`config.mk`:
```
export PLATFORM = sky130hd
export DESIGN_NAME = mips_core
export DESIGN_NICKNAME = d
export VERILOG_FILES = /design/src/mips_pkg.sv /design/src/mips_ctrl_if.sv /design/src/mips_decoder.sv /design/src/mips_regfile.sv /design/src/mips_alu.sv /design/src/mips_pc.sv /design/src/mips_core.sv
export SDC_FILE = /design/constraint.sdc
export NUM_CORES = 2
export LEC_CHECK = 0
export ABC_AREA = 1
export BUFFER_PORTS_ARGS = -buffer_cell sky130_fd_sc_hd__buf_2
export CORE_MARGIN = 5
export CORE_UTILIZATION = 44
export DETAILED_ROUTE_END_ITERATION = 8
export PLACE_DENSITY_LB_ADDON = 0.05
export SYNTH_ARGS = -nofsm -noshare
export SYNTH_HDL_FRONTEND = slang
export SYNTH_SLANG_ARGS = --single-unit
```
`constraint.sdc`:
```
create_clock -name clk -period 10.05 [get_ports clk]
set_clock_uncertainty 0.2 [all_clocks]
set_input_delay 1.005 -clock clk [delete_from_list [all_inputs] [get_ports clk]]
set_output_delay 1.005 -clock clk [all_outputs]
set_load 0.01 [all_outputs]
```
`src/mips_pkg.sv`:
```
package mips_pkg;

	//////////////////////////////////////////////////
	// machine types
	//////////////////////////////////////////////////

	typedef logic [31:0] word_t;
	typedef logic [4:0]  reg_addr_t;

	//////////////////////////////////////////////////
	// instruction encodings
	//////////////////////////////////////////////////

	typedef enum logic [5:0] {
		op_special = 6'h00, // an r-type names its operation in the function field.
		op_j       = 6'h02,
		op_jal     = 6'h03,
		op_beq     = 6'h04,
		op_bne     = 6'h05,
		op_addiu   = 6'h09,
		op_ori     = 6'h0d,
		op_lui     = 6'h0f,
		op_lw      = 6'h23,
		op_sw      = 6'h2b
	} opcode_e;

	typedef enum logic [5:0] {
		fn_sll  = 6'h00,
		fn_jr   = 6'h08,
		fn_addu = 6'h21,
		fn_subu = 6'h23,
		fn_and  = 6'h24,
		fn_or   = 6'h25,
		fn_slt  = 6'h2a
	} funct_e;

	//////////////////////////////////////////////////
	// control bundle fields
	//////////////////////////////////////////////////

	typedef enum logic [2:0] {
		alu_add,
		alu_sub,
		alu_and,
		alu_or,
		alu_slt,
		alu_sll,
		alu_lui
	} alu_op_e;

	typedef enum logic [2:0] {
		pc_seq,
		pc_beq,
		pc_bne,
		pc_jump,
		pc_jr
	} pc_action_e;

	typedef enum logic [1:0] {wb_alu, wb_mem, wb_link} wb_src_e;
	typedef enum logic {imm_signed, imm_zero} imm_mode_e;
	typedef enum logic [1:0] {b_reg, b_imm, b_shamt} b_src_e;
	typedef enum logic [1:0] {wr_rd, wr_rt, wr_r31} wr_sel_e;

endpackage

```
`src/mips_ctrl_if.sv`:
```
`timescale 1ns/1ps

interface mips_ctrl_if;
	import mips_pkg::*;

	alu_op_e    alu_op;
	b_src_e     b_src;
	imm_mode_e  imm_mode;
	wr_sel_e    wr_sel;
	logic       reg_we;
	wb_src_e    wb_src;
	logic       mem_we;
	pc_action_e pc_action;

	// all fields are plain levels held for the whole instruction cycle.
	modport decoder (
		output alu_op,
		output b_src,
		output imm_mode,
		output wr_sel,
		output reg_we,
		output wb_src,
		output mem_we,
		output pc_action
	);

	modport datapath (
		input alu_op,
		input b_src,
		input imm_mode,
		input wr_sel,
		input reg_we,
		input wb_src,
		input mem_we,
		input pc_action
	);

endinterface

```
`src/mips_decoder.sv`:
```
`timescale 1ns/1ps

module mips_decoder (
	input  mips_pkg::opcode_e opcode,
	input  mips_pkg::funct_e  funct,
	mips_ctrl_if.decoder      ctrl
);
	import mips_pkg::*;

	always_comb begin
		// anything not listed below falls through as a no-operation.
		ctrl.alu_op    = alu_add;
		ctrl.b_src     = b_reg;
		ctrl.imm_mode  = imm_signed;
		ctrl.wr_sel    = wr_rd;
		ctrl.reg_we    = 1'b0;
		ctrl.wb_src    = wb_alu;
		ctrl.mem_we    = 1'b0;
		ctrl.pc_action = pc_seq;

		case (opcode)
			op_special: begin
				case (funct)
					fn_sll: begin
						ctrl.alu_op = alu_sll;
						ctrl.b_src  = b_shamt; // shift amount comes from the shamt field.
						ctrl.reg_we = 1'b1;
					end
					fn_jr:   ctrl.pc_action = pc_jr;
					fn_addu: begin
						ctrl.alu_op = alu_add;
						ctrl.reg_we = 1'b1;
					end
					fn_subu: begin
						ctrl.alu_op = alu_sub;
						ctrl.reg_we = 1'b1;
					end
					fn_and: begin
						ctrl.alu_op = alu_and;
						ctrl.reg_we = 1'b1;
					end
					fn_or: begin
						ctrl.alu_op = alu_or;
						ctrl.reg_we = 1'b1;
					end
					fn_slt: begin
						ctrl.alu_op = alu_slt;
						ctrl.reg_we = 1'b1;
					end
					default: ;
				endcase
			end
			op_addiu, op_lw, op_sw: begin
				ctrl.alu_op = alu_add; // both the address and the sum are base plus signed offset.
				ctrl.b_src  = b_imm;
				ctrl.wr_sel = wr_rt;
				ctrl.reg_we = (opcode != op_sw);
				ctrl.mem_we = (opcode == op_sw);
				ctrl.wb_src = (opcode == op_lw) ? wb_mem : wb_alu;
			end
			op_ori, op_lui: begin
				ctrl.alu_op   = (opcode == op_lui) ? alu_lui : alu_or;
				ctrl.b_src    = b_imm;
				ctrl.imm_mode = imm_zero;
				ctrl.wr_sel   = wr_rt;
				ctrl.reg_we   = 1'b1;
			end
			op_beq: begin
				ctrl.alu_op    = alu_sub; // equality is read from the zero flag.
				ctrl.pc_action = pc_beq;
			end
			op_bne: begin
				ctrl.alu_op    = alu_sub;
				ctrl.pc_action = pc_bne;
			end
			op_j: ctrl.pc_action = pc_jump;
			op_jal: begin
				ctrl.pc_action = pc_jump;
				ctrl.wr_sel    = wr_r31;
				ctrl.wb_src    = wb_link;
				ctrl.reg_we    = 1'b1;
			end
			default: ;
		endcase
	end

endmodule

```
`src/mips_regfile.sv`:
```
`timescale 1ns/1ps

module mips_regfile (
	input  logic                clk,
	input  logic                reset,
	input  mips_pkg::reg_addr_t rd1_addr,
	input  mips_pkg::reg_addr_t rd2_addr,
	input  mips_pkg::reg_addr_t wr_addr,
	output mips_pkg::word_t     rd1_data,
	output mips_pkg::word_t     rd2_data,
	input  logic                we,
	input  mips_pkg::word_t     wr_data
);
	import mips_pkg::*;

	word_t regs [1:31]; // register zero has no storage.

	always_ff @(posedge clk) begin
		if (reset) begin
			for (int i = 1; i < 32; i++) begin
				regs[i] <= '0;
			end
		end else if (we && wr_addr != '0) begin
			regs[wr_addr] <= wr_data;
		end
	end

	// reads see the old value during a write cycle.
	assign rd1_data = (rd1_addr == '0) ? '0 : regs[rd1_addr];
	assign rd2_data = (rd2_addr == '0) ? '0 : regs[rd2_addr];

endmodule

```
`src/mips_alu.sv`:
```
`timescale 1ns/1ps

module mips_alu (
	mips_ctrl_if.datapath   ctrl,
	input  mips_pkg::word_t a,
	input  mips_pkg::word_t b,
	output mips_pkg::word_t result,
	output logic            zero
);
	import mips_pkg::*;

	logic less; // signed compare for slt.

	assign less = ($signed(a) < $signed(b));

	always_comb begin
		case (ctrl.alu_op)
			alu_add: result = a + b;
			alu_sub: result = a - b;
			alu_and: result = a & b;
			alu_or:  result = a | b;
			alu_slt: result = {31'b0, less};
			alu_sll: result = a << b[4:0]; // only the low five bits of a shift count matter.
			alu_lui: result = {b[15:0], 16'h0000};
			default: result = a + b;
		endcase
	end

	// branches run a subtraction, so zero means the operands are equal.
	assign zero = (result == '0);

endmodule

```
`src/mips_pc.sv`:
```
`timescale 1ns/1ps

module mips_pc #(
	parameter mips_pkg::word_t RESET_ADDR = '0
) (
	input  logic            clk,
	input  logic            reset,
	mips_ctrl_if.datapath   ctrl,
	input  logic            zero,
	input  logic [15:0]     offset,
	input  logic [25:0]     target,
	input  mips_pkg::word_t reg_target,
	output mips_pkg::word_t pc,
	output mips_pkg::word_t pc_plus4
);
	import mips_pkg::*;

	word_t branch_addr;
	word_t jump_addr;
	word_t next_pc;
	logic  taken;

	assign pc_plus4    = pc + 32'd4;
	assign branch_addr = pc_plus4 + {{14{offset[15]}}, offset, 2'b00};
	assign jump_addr   = {pc_plus4[31:28], target, 2'b00}; // stays in the current 256 MB region.

	assign taken = (ctrl.pc_action == pc_beq &&  zero) ||
	               (ctrl.pc_action == pc_bne && !zero);

	always_comb begin
		case (ctrl.pc_action)
			pc_beq, pc_bne: next_pc = taken ? branch_addr : pc_plus4;
			pc_jump:        next_pc = jump_addr;
			pc_jr:          next_pc = reg_target;
			default:        next_pc = pc_plus4;
		endcase
	end

	always_ff @(posedge clk) begin
		if (reset) begin
			pc <= RESET_ADDR;
		end else begin
			pc <= next_pc;
		end
	end

endmodule

```
`src/mips_core.sv`:
```
`timescale 1ns/1ps

module mips_core #(
	parameter mips_pkg::word_t RESET_ADDR = '0
) (
	input  logic            clk,
	input  logic            reset,
	output mips_pkg::word_t imem_addr,
	input  mips_pkg::word_t imem_data,
	output mips_pkg::word_t dmem_addr,
	output mips_pkg::word_t dmem_wdata,
	output logic            dmem_we,
	input  mips_pkg::word_t dmem_rdata
);
	import mips_pkg::*;

	//////////////////////////////////////////////////
	// instruction fields
	//////////////////////////////////////////////////

	word_t       instr;
	reg_addr_t   rs;
	reg_addr_t   rt;
	reg_addr_t   rd;
	logic [4:0]  shamt;
	logic [15:0] imm;
	logic [25:0] target;

	assign instr  = imem_data; // the fetch answers within the cycle.
	assign rs     = instr[25:21];
	assign rt     = instr[20:16];
	assign rd     = instr[15:11];
	assign shamt  = instr[10:6];
	assign imm    = instr[15:0];
	assign target = instr[25:0];

	mips_ctrl_if ctrl ();

	mips_decoder i_decoder (
		.opcode (opcode_e'(instr[31:26])),
		.funct  (funct_e'(instr[5:0])),
		.ctrl   (ctrl)
	);

	//////////////////////////////////////////////////
	// register file
	//////////////////////////////////////////////////

	reg_addr_t rd1_addr;
	reg_addr_t wr_addr;
	word_t     rd1_data;
	word_t     rd2_data;
	word_t     wr_data;
	word_t     pc_plus4;
	word_t     alu_result;

	// sll shifts rt, so port one reads rt for a shift.
	assign rd1_addr = (ctrl.b_src == b_shamt) ? rt : rs;

	always_comb begin
		case (ctrl.wr_sel)
			wr_rt:   wr_addr = rt;
			wr_r31:  wr_addr = 5'd31; // jal links into the return-address register.
			default: wr_addr = rd;
		endcase
	end

	always_comb begin
		case (ctrl.wb_src)
			wb_mem:  wr_data = dmem_rdata;
			wb_link: wr_data = pc_plus4;
			default: wr_data = alu_result;
		endcase
	end

	mips_regfile i_regfile (
		.clk      (clk),
		.reset    (reset),
		.rd1_addr (rd1_addr),
		.rd2_addr (rt),
		.wr_addr  (wr_addr),
		.rd1_data (rd1_data),
		.rd2_data (rd2_data),
		.we       (ctrl.reg_we & ~reset),
		.wr_data  (wr_data)
	);

	//////////////////////////////////////////////////
	// alu operands
	//////////////////////////////////////////////////

	word_t imm_ext;
	word_t alu_b;
	logic  alu_zero;

	assign imm_ext = (ctrl.imm_mode == imm_zero) ? {16'h0000, imm} : {{16{imm[15]}}, imm};

	always_comb begin
		case (ctrl.b_src)
			b_imm:   alu_b = imm_ext;
			b_shamt: alu_b = {27'b0, shamt};
			default: alu_b = rd2_data;
		endcase
	end

	mips_alu i_alu (
		.ctrl   (ctrl),
		.a      (rd1_data),
		.b      (alu_b),
		.result (alu_result),
		.zero   (alu_zero)
	);

	mips_pc #(
		.RESET_ADDR (RESET_ADDR)
	) i_pc (
		.clk        (clk),
		.reset      (reset),
		.ctrl       (ctrl),
		.zero       (alu_zero),
		.offset     (imm),
		.target     (target),
		.reg_target (rd1_data),
		.pc         (imem_addr),
		.pc_plus4   (pc_plus4)
	);

	assign dmem_addr  = alu_result;
	assign dmem_wdata = rd2_data;
	assign dmem_we    = ctrl.mem_we & ~reset; // no stores while the core is held in reset.

endmodule

```
==> results by group <==
STA
  • Setup_tns: 0 ns
  • Final Cycle Share: between 90 and 100%
  • Setup Viol. Count Final: 0
  • Final-report hold violation count: 0
  • Unrepaired setup endpoints after global routing: false
  • Pins over their slew limit: 0
  • Peak Freq: roughly 0.10 GHz
  • Fin crit period: roughly 9.6 ns
  • Relative slew slack: between 10% and 20%
  • Slew @ Worst Pin: ~1.2 ns

Synth
  • Synth area leader: edfxtp_1
  • Synth top area share: between 40% and 50%
  • Synth cell types: 66
  • Yosys warnings: 0
  • Post-synth EDFFs: approximately 1000
  • Flops & latches, synth: roughly 1100
  • Top cells by count, synth: nand2_1 (2272), nor2_1 (1559), nand3_1 (1102)
  • Top cells by area, synth: edfxtp_1 (44%), nand2_1 (12%), nor2_1 (8.5%)
  • Mapped Area: 69200 um2
  • FFs w/ async S/R, synth: 0%
  • Avg Synthesized Cell Area: approximately 7.5 um2
  • Top_reg_cell synth: edfxtp_1
  • Cells after synthesis: approximately 9200
  • Count leader, synth: nand2_1
  • Sequential-to-total area share from yosys stat: approximately 45%

Hold path
  • Worst hold path type: register to register

CTS
  • TritonCTS clock tree: built
  • Total setup buffers inserted after CTS: 0
  • PostCTS Resize Cnt: 0
  • Root Buffer: clkbuf_16
  • Skew-Pair Late Insertion Delay: 0.81 ns
  • CTS Buffer Depth: 3
  • Num CTS Buffers: 120
  • Hold Buf Count CTS: 0
  • Clk sinks: 1056
  • H-tree depth: 3
  • Worst-path clk slew: approximately 0.06 ns

Power
  • Clock share of power: 32.0%
  • Sw Ratio: about two fifths
  • Sequential share of power: a little under two fifths
  • Leak Pwr: 31.9 nW
  • Combinational power share: a little over 30%
  • Maximum VDD drop: around 200 uV
  • Switching pwr: 5.22 mW
  • Cell-internal power: 8.47 mW
  • PD cells: 179 nW/um2

Critical path
  • Worst setup EP type: primary output
  • WS Path Type: input port to primary output
  • Most used cell, CP: inv_1
  • Crit-path max cell delay: approximately 0.61 ns
  • CP arrival: about 8.4 ns
  • Maximum fanout along the worst path: between 40 and 50
  • Critical Path RT: approximately 8.9 ns
  • Critical path's slowest cell: ha_1
  • CP startpoint kind: input port

Detailed routing
  • First drt pass iteration count: 7
  • WL final: about 340000 um
  • Via density: 6.22
  • Detailed Route Iter0 Violations: 10507
  • Detailed-route wire length per cell: roughly 30 um
  • ANT nets after route: 0
  • Vias: 70551
  • DRC: 0

Die
  • FP Rows: 145
  • Die area: roughly 170000 um2
  • Chip height: 407 um
  • I/O pin cnt: between 150 and 200
  • Core ar.: approximately 160000 um2
  • Die Width: 407 um
  • Initial Util: 44.3%

Global route
  • Vias in the first global route: around 65000
  • Global Route Usage Sum: 40.2%
  • Grt ovf: 0
  • First-pass GRT wire length: roughly 480000 um
  • Antenna violations before repair: 17
  • Maximum number of pins on one net before global-route repair: ~160

Flow run
  • Max-Cap Viols: 0

Place
  • PortBufs: approximately 160
  • Final Wtd Congestion: roughly 1.0
  • HPWL Detailed: approximately 220000 um
  • Post-Place Cells: between 10000 and 15000

Finish
  • Area grow syn2layout: 10.7%
  • Post-layout net count: around 9400
  • FILL cells: ~15000
  • Layout cells sized above 1: under 10%
  • Layout Cells excl Fill: roughly 11000

Outcome
  • Outcome: complete, no violations
## power by group through the flow
stage	registers (mW)	logic [mW]	clock network, mW
2_1_floorplan	5.17	2.20	0
3_3_place_gp	5.20	4.09	0
3_5_place_dp	5.20	4.08	0
4_1_cts	5.11	4.09	4.39
5_1_grt	5.12	4.39	4.59
6_report	5.11	4.20	4.38
## placed cells by master, fill, tap and decap left out, drive strengths merged, types with 36 or more instances in the layout
| cell type | netlist | routed |
|---|---|---|
| a21oi | 404 | 404 |
| buf | 326 | 495 |
| clkbuf | 387 | 140 |
| clkinv | 7 | 81 |
| edfxtp | 1024 | 1024 |
| ha | 122 | 122 |
| inv | 685 | 687 |
| nand2 | 2310 | 2310 |
| nand3 | 1127 | 1127 |
| nand4 | 66 | 66 |
| nor2 | 1572 | 1572 |
| nor3 | 37 | 37 |
| o211ai | 127 | 127 |
| o21ai | 673 | 673 |
| o221ai | 66 | 66 |
| o22ai | 72 | 72 |
| xor2 | 36 | 36 |
## through the flow
| step | power (mW) | util (%) | instance area [um2] | setup WS [ns] | hold WS [ns] |
|---|---|---|---|---|---|
| 4_1_cts | 13.6 | 49.0 | 76600 | 0.787 | 0.346 |
| 6_report | 13.7 | 49.0 | 76600 | 0.477 | 0.357 |
| 3_5_place_dp | 9.27 | 46.6 | 72700 | 0.715 | 0.338 |
| 3_3_place_gp | 9.28 | 46.6 | 72700 | 0.714 | 0.340 |
| 2_1_floorplan | 7.36 | - | 69300 | 3.42 | 0.293 |
| 5_1_grt | 14.1 | 49.0 | 76600 | 0.323 | 0.368 |
## cell type report
type                    instances  area (um2)  share of cell area [%]
repair buffers                495        4060                    5.30
well taps                    2058        2570                    3.36
clock buffers                 140        3100                    4.05
multi-input cells            6812       32100                    41.9
clock inverters                85         714                   0.933
inverters                     692        2620                    3.42
diodes                         11        27.5                  0.0359
flip-flops and latches       1056       31400                    41.0
## cell families after synthesis
logic type | after synthesis | share of synthesized area (%)
AND/OR/NAND/NOR | 5158 | 31.0
AO/OA/AOI/OAI | 1447 | 11.9
buffers and inverters | 1405 | 8.78
flip-flops | 1056 | 45.4
adder cells (fa/ha/maj) | 125 | 2.29
XOR/XNOR | 50 | 0.633
other | 1 | 0.00542
## registers in the layout, indices dropped and copies added (netlist names)
register	flops
i_pc.pc	32
i_regfile.regs	1024
## worst paths after layout
kind,start,to,slack (ns),depth (start not counted)
setup / recovery,imem_data[30],dmem_addr[23],0.48,33
hold / removal,i_pc.pc[0],i_pc.pc[0],0.36,2
setup reg to reg,i_regfile.regs[16][11],i_regfile.regs[22][18],3.61,28
hold reg to reg,i_pc.pc[0],i_pc.pc[0],0.36,2
## per-layer routing
layer,vias to the layer above,track usage (%),share of wire [%]
met1,33790,53.7,38
met2,4879,60.7,43
met5,-,0,0.013
met3,1087,7.52,11
li1,30787,-,-
met4,8,24.5,7.3
## critical path, delay by kind of cell
family / cells / cell delay (ns)
adders and majority gates: 2 / 1.18
and+or+nand+nor: 13 / 2.56
buffers and inverters: 14 / 2.54
AOI/OAI and AO/OA: 4 / 1.02
No activity file was read; power rests on OpenSTA's default activity.
